$ cat src/design/mcs_io_params.svh
// Shared constants for the processor I/O bridge
// Include wherever window numbers, register offsets or widths are needed
`ifndef MCS_IO_PARAMS_SVH
`define MCS_IO_PARAMS_SVH
`default_nettype none

// Address windows, selected by address bits 11:8
`define MCS_DMA_WINDOWS   4
`define MCS_CTRL_WINDOW   8

`define MCS_OFFSET_W      6
`define MCS_RING_IDX_W    12
`define MCS_IRQ_W         16
`define MCS_IRQ_EXT       4
`define MCS_IRQ_RING_BIT  15

// Control window register offsets
`define REG_IRQ_STAT       6'h00
`define REG_RING_EN        6'h08
`define REG_IN_BASE        6'h10
`define REG_IN_CONS_ADDR   6'h14
`define REG_IN_PROD        6'h18
`define REG_IN_CONS        6'h1C
`define REG_OUT_BASE       6'h20
`define REG_OUT_PROD_ADDR  6'h24
`define REG_OUT_CONS       6'h28
`define REG_OUT_PROD       6'h2C

`default_nettype wire
`endif

$ cat src/design/io_bus_pkg.sv
// Types for the processor strobe/ready I/O bus
// A request word carries one access as seen in its strobe cycle
`include "mcs_io_params.svh"
`default_nettype none

package io_bus_pkg;

   // Same 32-bit address seen raw or split into window and offset
   typedef union packed
   {
      logic [31:0] raw;
      struct packed
      {
         logic [19:0]               hi;
         logic [3:0]                window;
         logic [1:0]                rsvd;
         logic [`MCS_OFFSET_W-1:0]  offset;
      } f;
   } io_addr_u;

   // One bus access of 66 bits
   typedef struct packed
   {
      logic        valid;     // address strobe
      logic        write;
      io_addr_u    addr;
      logic [31:0] wdata;
   } io_req_t;

endpackage

`default_nettype wire

$ cat src/design/ring_pkg.sv
// Ring buffer types shared by the bridge and the ring manager
// Inband and outband configurations arrive as packed structs
`include "mcs_io_params.svh"
`default_nettype none

package ring_pkg;

   typedef logic [`MCS_RING_IDX_W-1:0] ring_idx_t;

   // Inband ring as set up by the ring manager
   typedef struct packed
   {
      logic [31:0] base;
      logic [31:0] cons_addr;
      ring_idx_t   prod_idx;
   } ring_in_cfg_t;

   // Outband ring, consumer side owned by the ring manager
   typedef struct packed
   {
      logic [31:0] base;
      logic [31:0] prod_addr;
      ring_idx_t   cons_idx;
   } ring_out_cfg_t;

endpackage

`default_nettype wire

$ cat src/design/dma_window_port.sv
// Register port towards the four DMA engines
// Decodes windows 0 to 3, raises a one-hot write strobe and picks read data
`timescale 1ns/1ps
`include "mcs_io_params.svh"
`default_nettype none

module dma_window_port
(
   input  io_bus_pkg::io_req_t                  req_i,
   input  logic [`MCS_DMA_WINDOWS-1:0][31:0]    dma_rdata_i,
   output logic [`MCS_OFFSET_W-1:0]             dma_offset_o,
   output logic [31:0]                          dma_wdata_o,
   output logic [`MCS_DMA_WINDOWS-1:0]          dma_write_o,
   output logic [31:0]                          rd_data_o
);

   logic [3:0] window;

   assign window = req_i.addr.f.window;

   // Offset and data are shared by all engines
   assign dma_offset_o = req_i.addr.f.offset;
   assign dma_wdata_o  = req_i.wdata;

   // Write strobe only in the strobe cycle of a write
   always_comb
   begin
      for (int w = 0; w < `MCS_DMA_WINDOWS; w++)
      begin
         dma_write_o[w] = req_i.valid && req_i.write && (window == 4'(w));
      end
   end

   // Zero when none of the DMA windows is addressed
   always_comb
   begin
      rd_data_o = '0;
      for (int w = 0; w < `MCS_DMA_WINDOWS; w++)
      begin
         if (window == 4'(w))
         begin
            rd_data_o = dma_rdata_i[w];
         end
      end
   end

endmodule

`default_nettype wire

$ cat src/design/ring_ctrl_regs.sv
// Control window of the bridge
// Holds the ring indices written by the processor, the interrupt status
// word, and decodes control-window reads
`timescale 1ns/1ps
`include "mcs_io_params.svh"
`default_nettype none

module ring_ctrl_regs
(
   input  logic                          sys_clk,
   input  logic                          rst_n_i,
   input  io_bus_pkg::io_req_t           req_i,
   input  logic [`MCS_IRQ_EXT-1:0]       dma_irq_i,
   input  ring_pkg::ring_in_cfg_t        ring_in_cfg_i,
   input  ring_pkg::ring_out_cfg_t       ring_out_cfg_i,
   input  logic                          ring_enable_i,
   output logic [31:0]                   rd_data_o,
   output logic [`MCS_IRQ_W-1:0]         intc_irq_o,
   output ring_pkg::ring_idx_t           in_cons_idx_o,
   output ring_pkg::ring_idx_t           out_prod_idx_o
);

   logic                       ctrl_hit;
   logic                       ctrl_wr;
   logic [`MCS_OFFSET_W-1:0]   offset;
   ring_pkg::ring_idx_t        in_cons_q;
   ring_pkg::ring_idx_t        out_prod_q;
   logic [`MCS_IRQ_W-1:0]      irq_d;
   logic [`MCS_IRQ_W-1:0]      irq_q;

   assign offset   = req_i.addr.f.offset;
   assign ctrl_hit = (req_i.addr.f.window == 4'(`MCS_CTRL_WINDOW));
   assign ctrl_wr  = req_i.valid && req_i.write && ctrl_hit;

   // Index registers take the low bits of the write word
   always_ff @(posedge sys_clk)
   begin
      if (!rst_n_i)
      begin
         in_cons_q  <= '0;
         out_prod_q <= '0;
      end
      else
      begin
         if (ctrl_wr && offset == `REG_IN_CONS)
            in_cons_q <= req_i.wdata[`MCS_RING_IDX_W-1:0];
         if (ctrl_wr && offset == `REG_OUT_PROD)
            out_prod_q <= req_i.wdata[`MCS_RING_IDX_W-1:0];
      end
   end

   // DMA irqs in the low bits and pending inband work on the ring bit
   always_comb
   begin
      irq_d = '0;
      irq_d[`MCS_IRQ_EXT-1:0] = dma_irq_i;
      irq_d[`MCS_IRQ_RING_BIT] = (ring_in_cfg_i.prod_idx != in_cons_q);
   end

   always_ff @(posedge sys_clk)
   begin
      if (!rst_n_i)
         irq_q <= '0;
      else
         irq_q <= irq_d;
   end

   // Unmapped offsets and other windows read zero
   always_comb
   begin
      rd_data_o = '0;
      if (ctrl_hit)
      begin
         case (offset)
            `REG_IRQ_STAT:      rd_data_o = 32'(irq_q);
            `REG_RING_EN:       rd_data_o = {31'd0, ring_enable_i};
            `REG_IN_BASE:       rd_data_o = ring_in_cfg_i.base;
            `REG_IN_CONS_ADDR:  rd_data_o = ring_in_cfg_i.cons_addr;
            `REG_IN_PROD:       rd_data_o = 32'(ring_in_cfg_i.prod_idx);
            `REG_IN_CONS:       rd_data_o = 32'(in_cons_q);
            `REG_OUT_BASE:      rd_data_o = ring_out_cfg_i.base;
            `REG_OUT_PROD_ADDR: rd_data_o = ring_out_cfg_i.prod_addr;
            `REG_OUT_CONS:      rd_data_o = 32'(ring_out_cfg_i.cons_idx);
            `REG_OUT_PROD:      rd_data_o = 32'(out_prod_q);
            default:            rd_data_o = '0;
         endcase
      end
   end

   assign intc_irq_o     = irq_q;
   assign in_cons_idx_o  = in_cons_q;
   assign out_prod_idx_o = out_prod_q;

endmodule

`default_nettype wire

$ cat src/design/io_read_return.sv
// Read return stage of the I/O bus
// ORs the DMA and control read words and returns them with a one-cycle
// ready in the cycle after the address strobe
`timescale 1ns/1ps
`default_nettype none

module io_read_return
(
   input  logic        sys_clk,
   input  logic        rst_n_i,
   input  logic        strobe_i,
   input  logic [31:0] dma_rd_i,
   input  logic [31:0] ctrl_rd_i,
   output logic [31:0] io_read_data_o,
   output logic        io_ready_o
);

   logic [31:0] rd_merged;

   // Only one side is non-zero for a mapped window
   assign rd_merged = dma_rd_i | ctrl_rd_i;

   always_ff @(posedge sys_clk)
   begin
      if (!rst_n_i)
      begin
         io_ready_o     <= 1'b0;
         io_read_data_o <= '0;
      end
      else
      begin
         // No stall, so every strobe gets exactly one ready
         io_ready_o <= strobe_i;
         // Hold the last returned word between accesses
         if (strobe_i)
            io_read_data_o <= rd_merged;
      end
   end

endmodule

`default_nettype wire

$ cat src/design/mcs_io_top.sv
// Top level of the processor I/O bridge
// Packs the bus inputs into one request and feeds the DMA window port and
// the control registers side by side; their read words meet in the return stage
`timescale 1ns/1ps
`include "mcs_io_params.svh"
`default_nettype none

module mcs_io_top
(
   input  logic                                  sys_clk,
   input  logic                                  rst_n_i,
   input  logic                                  io_addr_strobe_i,
   input  logic                                  io_write_strobe_i,
   input  logic [31:0]                           io_address_i,
   input  logic [31:0]                           io_write_data_i,
   input  logic [`MCS_DMA_WINDOWS-1:0][31:0]     dma_rdata_i,
   input  logic [`MCS_IRQ_EXT-1:0]               dma_irq_i,
   input  ring_pkg::ring_in_cfg_t                ring_in_cfg_i,
   input  ring_pkg::ring_out_cfg_t               ring_out_cfg_i,
   input  logic                                  ring_enable_i,
   output logic [31:0]                           io_read_data_o,
   output logic                                  io_ready_o,
   output logic [`MCS_OFFSET_W-1:0]              dma_offset_o,
   output logic [31:0]                           dma_wdata_o,
   output logic [`MCS_DMA_WINDOWS-1:0]           dma_write_o,
   output logic [`MCS_IRQ_W-1:0]                 intc_irq_o,
   output ring_pkg::ring_idx_t                   in_cons_idx_o,
   output ring_pkg::ring_idx_t                   out_prod_idx_o
);

   io_bus_pkg::io_req_t req;
   logic [31:0]         dma_rd;
   logic [31:0]         ctrl_rd;

   // Request as seen in the strobe cycle
   assign req.valid    = io_addr_strobe_i;
   assign req.write    = io_write_strobe_i;
   assign req.addr.raw = io_address_i;
   assign req.wdata    = io_write_data_i;

   dma_window_port u_dma_port
   (
      .req_i        (req),
      .dma_rdata_i  (dma_rdata_i),
      .dma_offset_o (dma_offset_o),
      .dma_wdata_o  (dma_wdata_o),
      .dma_write_o  (dma_write_o),
      .rd_data_o    (dma_rd)
   );

   ring_ctrl_regs u_ctrl_regs
   (
      .sys_clk        (sys_clk),
      .rst_n_i        (rst_n_i),
      .req_i          (req),
      .dma_irq_i      (dma_irq_i),
      .ring_in_cfg_i  (ring_in_cfg_i),
      .ring_out_cfg_i (ring_out_cfg_i),
      .ring_enable_i  (ring_enable_i),
      .rd_data_o      (ctrl_rd),
      .intc_irq_o     (intc_irq_o),
      .in_cons_idx_o  (in_cons_idx_o),
      .out_prod_idx_o (out_prod_idx_o)
   );

   io_read_return u_read_return
   (
      .sys_clk        (sys_clk),
      .rst_n_i        (rst_n_i),
      .strobe_i       (req.valid),
      .dma_rd_i       (dma_rd),
      .ctrl_rd_i      (ctrl_rd),
      .io_read_data_o (io_read_data_o),
      .io_ready_o     (io_ready_o)
   );

endmodule

`default_nettype wire

$ cat config.mk
export PLATFORM = sky130hd
export DESIGN_NAME = mcs_io_top
export DESIGN_NICKNAME = d
export VERILOG_FILES = /design/src/design/io_bus_pkg.sv /design/src/design/ring_pkg.sv /design/src/design/dma_window_port.sv /design/src/design/ring_ctrl_regs.sv /design/src/design/io_read_return.sv /design/src/design/mcs_io_top.sv
export VERILOG_INCLUDE_DIRS = /design/src /design/src/design
export SDC_FILE = /design/constraint.sdc
export NUM_CORES = 1
export LEC_CHECK = 0
export BUFFER_PORTS_ARGS = -buffer_cell sky130_fd_sc_hd__buf_2
export CORE_AREA = 2 2 183 185
export DETAILED_ROUTE_END_ITERATION = 6
export DIE_AREA = 0 0 185 187
export SLEW_MARGIN = 25
export SYNTH_ARGS = -nofsm -noshare
export SYNTH_HDL_FRONTEND = slang
export SYNTH_HIERARCHICAL = 1
export SYNTH_SLANG_ARGS = --single-unit
$ cat constraint.sdc
create_clock -name sys_clk -period 2.9 [get_ports sys_clk]
set_input_delay 0.29 -clock sys_clk [delete_from_list [all_inputs] [get_ports sys_clk]]
set_output_delay 0.29 -clock sys_clk [all_outputs]
set_load 0.03 [all_outputs]
==> run metrics, run 1 <==
status completed; post-synth top area cell dfxtp_1; Net Sw Power 829.0 µW; Row Count 67; Commonest cells post-synth mux2i_1 (95), dfxtp_1 (62), a22oi_1 (61); Clock Path Buffers 2; critical path's largest stage delay 0.64 ns; Max FO, Critical Path 13; CP endpoint kind flop; EDFF count, synth 0; Reg2Reg Depth 6; Residual DRC 0; WP data required 3.16 ns; top cell type's share of synthesized area 24.63%; IO Count 468; Crit-path slowest cell nor2_2; largest net degree at the start of global routing 44; setup_tns 0 ns; combinational power share 25.3%; number of fill cells 3699; Die ar. 34600 µm²; worst hold stages 2; sequential share of the synthesized area 24.63%; CP most frequent cell a21oi_1; Cells after Synth 604; Post-CTS Hold Fix Bufs 0; Finished Cell Area 7481 µm²; clock insertion delay at the later pin of the skew report 0.34 ns; asr flop ratio synth 0%; DR iter-0 viols 307; Via density 4.323; CTS tree yes; GR Util All Layers 13.96%; PD cells 363.9 nW/µm²; Setup CP Type in2reg; slew of the pin with the lowest slew margin 0.8066 ns; Max rail drop VDD 0.2311 mV; GRT overflow 0; CP Launch Type primary input; Max-Cap Viols 0; layout cells sized above 1 47.53%; clock root cell clkbuf_16; setup repair bufs after CTS 0; Hold Vio Cnt, Final 0; # resized after CTS 0; CTS clk-pin slew, worst paths 0.06 ns; core outline area 32860 µm²; storage element area 1241 µm²; Synth-to-Final Area Change 48.44%; initial antenna violation count 5; Power Total 2722 µW; number of nets still failing antenna checks after routing 0; predominant post-synthesis flop cell dfxtp_1; Hold Crit Class in2reg; Port Buf Inserts 394; multi-input logic area 3161 µm²; synth warn 6; fmax 439.8 MHz; synth unique cells 46; Die Y 187 µm; Pins Over Slew Limit 0; P_int 1893 µW; Num CTS Buffers 9; Seq pwr share 33.0%; RSZ-0062 raised after global routing no; GPL Wtd Cong 0.8170; post-DP HPWL 21110 µm; number of synthesized register bits 62; DP Area 7173 µm²; final WL 25750 µm; WL/cell 18.37 µm; min cycle time layout 2.274 ns; period utilisation layout 78.41%; crit-path cells buf_2 -> or4b_4 -> nor2_2 -> a22oi_1 -> a21oi_1 -> nor2_1 -> a21oi_1; final setup vio count 0; Clock power frac 41.7%; routed vias 6061; Final Skew 0.005028 ns; CP arrival 2.54 ns; Syn Area/Cell 8.344 µm²; Die W 185 µm; synthesized area 5040 µm²; Leak 0.003343 µW; starting density of the core 15.34%; CTS sink cnt 62; Slew headroom 46.22%; first-pass GRT wire length 35200 µm; top post-synthesis cells by area dfxtp_1 (25%), mux2i_1 (19%), a22oi_1 (9.1%); H-tree levels 3; Sw Ratio 30.46%; number of nets in the layout 1300; top-count cell post-synth mux2i_1; vias in the first global route 5951; 1st-pass router iterations 5
## placed cells by master, fill, tap and decap left out, types with 5 or more instances in the layout
cell / instances
a2bb2oi_1: 8
a22oi_1: 61
o21ai_1: 10
mux2i_1: 95
buf_4: 31
buf_2: 393
nor2b_1: 26
clkbuf_16: 9
a21oi_1: 55
a31oi_1: 11
conb_1: 11
nor2_1: 40
xnor2_1: 12
nand2_1: 6
nor3_1: 8
a222oi_1: 7
and2_1: 5
dfxtp_1: 62
o22ai_1: 29
o21ai_0: 23
## cell families (layout without fill, tap and decap cells)
group | Yosys count | count (layout) | share of synthesized area (%)
AOI/OAI and AO/OA | 215 | 215 | 27.66
xor gates and xnor gates | 12 | 12 | 2.085
buffers and inverters | 105 | 442 | 13.60
DFF | 62 | 62 | 24.63
muxes | 97 | 97 | 19.31
other | 1 | 14 | 0.07441
and+or+nand+nor | 112 | 112 | 12.64
## state kept, by name, indices dropped and copies added, names as in the netlist
| signal | count |
|---|---|
| u_read_return/io_read_data_o | 32 |
| u_ctrl_regs/out_prod_idx_o | 12 |
| u_read_return/io_ready_o | 1 |
| u_ctrl_regs/in_cons_idx_o | 12 |
| u_ctrl_regs/intc_irq_o | 5 |
## layout make-up
class,instances,share of cell area [%]
tap,448,7.493
timing repair buffer,424,29.40
sequential,62,16.59
antenna,3,0.1004
clock buffer,12,3.429
clock inverter,3,0.5854
multi-input combinational,447,42.25
inverter,3,0.1505
## metal layers
| layer | track usage [%] | up-vias | part of all wire [%] |
|---|---|---|---|
| li1 | - | 2914 | - |
| met1 | 14.94 | 2734 | 38 |
| met2 | 25.60 | 361 | 50 |
| met3 | 3.641 | 50 | 8.5 |
| met4 | 5.952 | 2 | 3.4 |
| met5 | 0 | - | 0.050 |
## stage by stage
stage | hold WS [ns] | setup slack [ns] | cells | utilization, %
floorplan | 0.4173 | 0.9838 | 614 | -
global placement | 0.4939 | 0.2396 | 1384 | 21.83
detailed placement | 0.4973 | 0.2427 | 1384 | 21.83
CTS | 0.1309 | 0.5944 | 1399 | 22.74
global route | 0.1407 | 0.5086 | 1401 | 22.76
finish | 0.1564 | 0.6262 | 1402 | 22.77
## path summary, 6_finish.rpt
kind / start / end / slack [ns]
worst max-delay path: io_address_i[5] / u_read_return/io_read_data_o[23]$_SDFFE_PN0P_ / 0.63
worst min-delay path: dma_irq_i[1] / u_ctrl_regs/intc_irq_o[1]$_SDFF_PN0_ / 0.16
worst max register to register: u_ctrl_regs/intc_irq_o[2]$_SDFF_PN0_ / u_read_return/io_read_data_o[2]$_SDFFE_PN0P_ / 1.28
worst min register to register: u_read_return/io_read_data_o[19]$_SDFFE_PN0P_ / u_read_return/io_read_data_o[19]$_SDFFE_PN0P_ / 0.51
## power groups by stage
stage                     combinational [µW]  sequential, µW  clock (µW)
final                                    688             898        1140
after global routing                     745             902        1230
after CTS                                696             898        1200
after detailed placement                 693             916           0
after global placement                   687             915           0
after floorplan                          374             978           0
## critical path, delay by kind of cell
kind	cells	cell delay (ns)
compound gates	3	0.74
buf+inv	1	0.19
simple gates	3	1.31
No activity file was read; power rests on OpenSTA's default activity.
==> inputs of run 2 (changes only) <==
- clock period: 2.9 -> 2.27 ns (I/O delays scaled with it)
==> run 2 against run 1 <==
- combinational power rose by 30%
- sequential power grew 28%
- total power is 27% higher
- highest routed layer unchanged
- critical endpoint is now u_read_return/io_read_data_o[0]$_SDFFE_PN0P_
- setup slack lost 0.36 ns
- count of clock-buffer cells in the layout is 1 higher
- die area unchanged
- critical path type unchanged
- non-clock buffer count up 19
- sequential share of layout area is 0.44 points lower
- largest power group unchanged
- first-iteration DRC count is 2.3% lower
- largest cell class unchanged
- global-route usage grew 0.28 points
- wire length increased by 0.90%
==> run metrics, run 2 (same netlist as run 1, synthesis figures left out) <==
status completed; Num CTS Buffers 9 (unchanged); Post-CTS Hold Fix Bufs 0 (unchanged); starting density of the core 15.34% (unchanged); final WL 25980 µm (+0.90%); Pins Over Slew Limit 0 (unchanged); IO Count 468 (unchanged); layout cells sized above 1 48.40% (+0.87 points); Setup CP Type in2reg; first-pass GRT wire length 35940 µm (+2.1%); Reg2Reg Launch Point u_ctrl_regs/intc_irq_o[1]$_SDFF_PN0_; H-tree levels 3 (unchanged); min cycle time layout 2.003 ns; GRT overflow 0 (unchanged); RSZ-0062 raised after global routing no; CTS tree yes; setup repair bufs after CTS 0 (unchanged); Die W 185 µm (unchanged); clock insertion delay at the later pin of the skew report 0.34 ns (about the same); Biggest register u_read_return/io_read_data_o; most frequent standard cell in the layout excluding fill and tap cells buf_2; clock root cell clkbuf_16; Max FO, Critical Path 11 (-2); fin util 23.39% (+0.62 points); Leak 0.003456 µW (+3.4%); CP endpoint kind flop; WP data required 2.53 ns (-0.63 ns); post-DP HPWL 21290 µm (+0.82%); PD cells 451.3 nW/µm² (+24%); storage element area 1241 µm² (unchanged); routed vias 6209 (+2.4%); period utilisation layout 88.23%; hold_sp dma_irq_i[1]; Hold Crit Class in2reg; core outline area 32860 µm² (unchanged); fmax 499.3 MHz; setup_tns 0 ns (unchanged); GR Util All Layers 14.24% (+0.28 points); final setup vio count 0 (unchanged); initial antenna violation count 5 (unchanged); vias in the first global route 6116 (+2.8%); Hold Vio Cnt, Final 0 (unchanged); number of nets in the layout 1319 (+1.5%); Max-Cap Viols 0 (unchanged); most frequent cells in the layout buf_2 (393), mux2i_1 (95), dfxtp_1 (62); Die Y 187 µm (unchanged); DR iter-0 viols 300 (-2.3%); CP arrival 2.26 ns (-0.28 ns); Port Buf Inserts 394 (unchanged); slew of the pin with the lowest slew margin 0.7736 ns (-0.03309 ns); Max rail drop VDD 0.2962 mV (+28%); Via density 4.376 (+1.2%); WL/cell 18.31 µm (-0.31%); Synth-to-Final Area Change 52.51%; largest net degree at the start of global routing 68 (+55%); Final Skew 0.009478 ns (+0.004450 ns); CP Launch Type primary input; 1st-pass router iterations 5 (unchanged); Clock Path Buffers 2 (unchanged); CTS sink cnt 62 (unchanged); Row Count 67 (unchanged); number of fill cells 3668 (-0.84%); multi-input logic area 3161 µm² (unchanged); Die ar. 34600 µm² (unchanged); number of nets still failing antenna checks after routing 0 (unchanged); Residual DRC 0 (unchanged); # resized after CTS 0 (unchanged); CTS clk-pin slew, worst paths 0.06 ns (about the same); Largest register FFs 32 (unchanged); critical path launch point io_address_i[1]; Slew headroom 48.43% (+2.2 points); GPL Wtd Cong 0.8224 (+0.66%)
[run 2: cell types whose count changed in the layout (fill, tap and decap cells not counted)]
| cell | previous run | this run |
|---|---|---|
| buf_4 | 31 | 44 |
| buf_12 | 0 | 6 |
| clkbuf_1 | 1 | 2 |
| clkinv_2 | 1 | 0 |
| clkinv_4 | 1 | 0 |
| diode_2 | 3 | 2 |
[run 2: final cells by class]
type	count	area share [%]
Antenna cell	2	0.06511
Tap cell	448	7.293
Inverter	3	0.1465
Clock buffer	13	3.386
Clock inverter	1	0.3907
Multi-Input combinational cell	447	41.12
Sequential cell	62	16.15
Timing Repair Buffer	443	31.45
[run 2: power by group]
part	total, µW	internal (µW)	leakage (µW)	switching [µW]
registers	1150	1130	0.000507	18.5
logic	894	396	0.00281	498
clock network	1430	900	0.000142	527
total	3470	2420	0.00346	1040
[run 2: path summary, 6_finish.rpt]
path / to / slack [ns] / depth (start not counted)
worst max-delay path: u_read_return/io_read_data_o[0]$_SDFFE_PN0P_ / 0.27 / 9
worst min-delay path: u_ctrl_regs/intc_irq_o[1]$_SDFF_PN0_ / 0.09 / 2
worst max register to register: u_read_return/io_read_data_o[1]$_SDFFE_PN0P_ / 0.75 / 7
worst min register to register: u_read_return/io_read_data_o[16]$_SDFFE_PN0P_ / 0.51 / 2
[run 2: per-stage QoR]
step / cell area, µm² / cells / power, µW / hold slack, ns / worst slack (ns)
floorplan: 5077 / 614 / 1726 / 0.3543 / 0.4168
global placement: 7391 / 1403 / 2061 / 0.4353 / -0.1054
detailed placement: 7391 / 1403 / 2070 / 0.4387 / -0.1562
CTS: 7681 / 1417 / 3543 / 0.06615 / 0.1867
global route: 7684 / 1418 / 3652 / 0.08414 / 0.1261
finish: 7686 / 1419 / 3468 / 0.09004 / 0.2671
[run 2: critical path: stages]
cell and delay, ns:
buf_2 0.13, or4b_4 0.60, nor3_2 0.27, buf_4 0.28, a222oi_1 0.09, a31oi_1 0.30
buf_4 0.17, nor2_1 0.04, a21oi_1 0.16
[run 2: layer usage]
metal | up-vias | track usage, % | wire (µm)
li1 | 2942 | - | -
met1 | 2840 | 15.55 | 9955
met2 | 365 | 25.66 | 12710
met3 | 60 | 3.193 | 2161
met4 | 2 | 7.082 | 1144
met5 | - | 0 | 16
==> inputs of run 3 (changes only) <==
- PLACE_DENSITY: unset -> 0.39
==> run 3 against run 2 <==
- sequential share of layout area fell by 0.11 points
- largest cell class unchanged
- critical endpoint is now u_read_return/io_read_data_o[10]$_SDFFE_PN0P_
- setup slack improved by 0.081 ns
- total power rose by 4.7%
- count of clock-buffer cells in the layout fell by 2
- via count fell by 3.1%
- die area did not move
- sequential power barely moved
- flip-flop and latch count did not move
- final area rose by 0.70%
- critical path type unchanged
- maximum frequency rose by 4.2%
- critical path depth did not move
==> run metrics, run 3 (same netlist as run 1, synthesis figures left out) <==
CP Launch Type primary input; Pins Over Slew Limit 0 (unchanged); routed vias 6014 (-3.1%); # resized after CTS 0 (unchanged); CTS sink cnt 62 (unchanged); Hold Crit Class in2reg; min cycle time layout 1.922 ns (-0.08119 ns); Biggest register u_read_return/io_read_data_o; PD cells 469.3 nW/µm² (+4.0%); Slew headroom 32.29% (-16 points); CP endpoint kind flop; post-DP HPWL 21690 µm (+1.9%); WL/cell 18.75 µm (+2.4%); Final Skew 0.008671 ns (-0.0008074 ns); number of fill cells 3729 (+1.7%); fin util 23.55% (+0.16 points); Post-CTS Hold Fix Bufs 0 (unchanged); Leak 0.003480 µW (+0.71%); CP arrival 2.20 ns (-0.06 ns); vias in the first global route 6141 (+0.41%); IO Count 468 (unchanged); Setup CP Type in2reg; starting density of the core 15.34% (unchanged); GR Util All Layers 14.66% (+0.41 points); DR iter-0 viols 277 (-7.7%); WP data required 2.54 ns (about the same); P_int 2544 µW (+4.9%); final setup vio count 0 (unchanged); Port Buf Inserts 394 (unchanged); GPL Wtd Cong 0.7690 (-6.5%); CTS tree yes; core outline area 32860 µm² (unchanged); Largest register FFs 32 (unchanged); Net Sw Power 1088 µW (+4.2%); number of nets still failing antenna checks after routing 0 (unchanged); Clock Path Buffers 2 (unchanged); initial antenna violation count 1 (-4); Seq pwr share 31.6% (-1.5 points); final WL 26620 µm (+2.5%); combinational power share 24.6% (-1.2 points); first-pass GRT wire length 37220 µm (+3.6%); setup_tns 0 ns (unchanged); H-tree levels 3 (unchanged); Die W 185 µm (unchanged); Die ar. 34600 µm² (unchanged); GRT overflow 0 (unchanged); Max rail drop VDD 0.2868 mV (-3.2%); Num CTS Buffers 9 (unchanged); Max FO, Critical Path 8 (-3); Sw Ratio 29.95% (-0.14 points); Via density 4.235 (-3.2%); status completed; RSZ-0062 raised after global routing no; Max-Cap Viols 0 (unchanged); number of nets in the layout 1319 (unchanged); Synth-to-Final Area Change 53.57%; Hold Vio Cnt, Final 0 (unchanged); layout cells sized above 1 48.71% (+0.31 points); CTS clk-pin slew, worst paths 0.06 ns (about the same); fmax 520.4 MHz (+4.2%); 1st-pass router iterations 5 (unchanged); setup repair bufs after CTS 0 (unchanged); most frequent standard cell in the layout excluding fill and tap cells buf_2; Row Count 67 (unchanged); most frequent cells in the layout buf_2 (393), mux2i_1 (95), dfxtp_1 (62); Die Y 187 µm (unchanged); Clock power frac 43.8% (+2.7 points); largest net degree at the start of global routing 68 (unchanged); Residual DRC 0 (unchanged); clock insertion delay at the later pin of the skew report 0.34 ns (about the same); slew of the pin with the lowest slew margin 1.014 ns (+0.2400 ns); clock root cell clkbuf_16; period utilisation layout 84.65% (-3.6 points)
==> run 3: changes by cell type in the layout (fill, tap and decap cells not counted), sizes merged <==
cell / before / now
bufinv: 1 / 2
clkinvlp: 0 / 1
clkinv: 0 / 2
diode: 2 / 1
clkbuf: 13 / 11
==> run 3: area by class of cell <==
type	count	area (µm²)	area share, %
flip-flops and latches	62	1241	16.04
clock inverters	5	81.33	1.051
inverters	3	11.26	0.1455
well taps	448	560.5	7.242
diodes	1	2.502	0.03233
repair buffers	443	2430	31.39
clock buffers	11	252.7	3.265
multi-input cells	447	3161	40.83
==> run 3: metal layers <==
layer	GRT usage (%)	wire (µm)
met3	3.252	2002
met1	16.28	10370
met2	27.37	13710
met4	4.548	538
met5	0	0
==> run 3: path summary, 6_finish.rpt <==
path,endpoint,start,slack (ns),cells after the start
hold / removal,u_ctrl_regs/intc_irq_o[1]$_SDFF_PN0_,dma_irq_i[1],0.1,2
setup reg to reg,u_read_return/io_read_data_o[0]$_SDFFE_PN0P_,u_ctrl_regs/in_cons_idx_o[0]$_SDFFE_PN0P_,0.64,7
setup / recovery,u_read_return/io_read_data_o[10]$_SDFFE_PN0P_,io_address_i[1],0.35,9
hold reg to reg,u_read_return/io_read_data_o[23]$_SDFFE_PN0P_,u_read_return/io_read_data_o[23]$_SDFFE_PN0P_,0.50,2
==> run 3: metrics by stage <==
step	std cells	worst slack (ns)	hold slack (ns)	total power [µW]	instance area, µm²
detailed placement	1403	-0.09901	0.4386	2075	7403
global route	1419	0.1611	0.08324	3843	7737
floorplan	614	0.4168	0.3543	1726	5077
finish	1420	0.3483	0.09590	3632	7740
CTS	1419	0.2642	0.07550	3721	7737
global placement	1403	-0.07652	0.4346	2071	7403
==> run 3: power by group through the flow <==
stage / combinational, µW / clock (µW) / sequential [µW]
after detailed placement: 904 / 0 / 1170
after CTS: 907 / 1670 / 1150
after global routing: 971 / 1720 / 1150
after global placement: 901 / 0 / 1170
final: 894 / 1590 / 1150
after floorplan: 477 / 0 / 1250
==> run 3: critical path, stage by stage <==
cell     delay (ns)
buf_2          0.14
or4b_1         0.69
nor3_4         0.22
buf_4          0.23
a22oi_1        0.11
a31oi_1        0.24
buf_4          0.16
nor2_1         0.04
a21oi_1        0.14
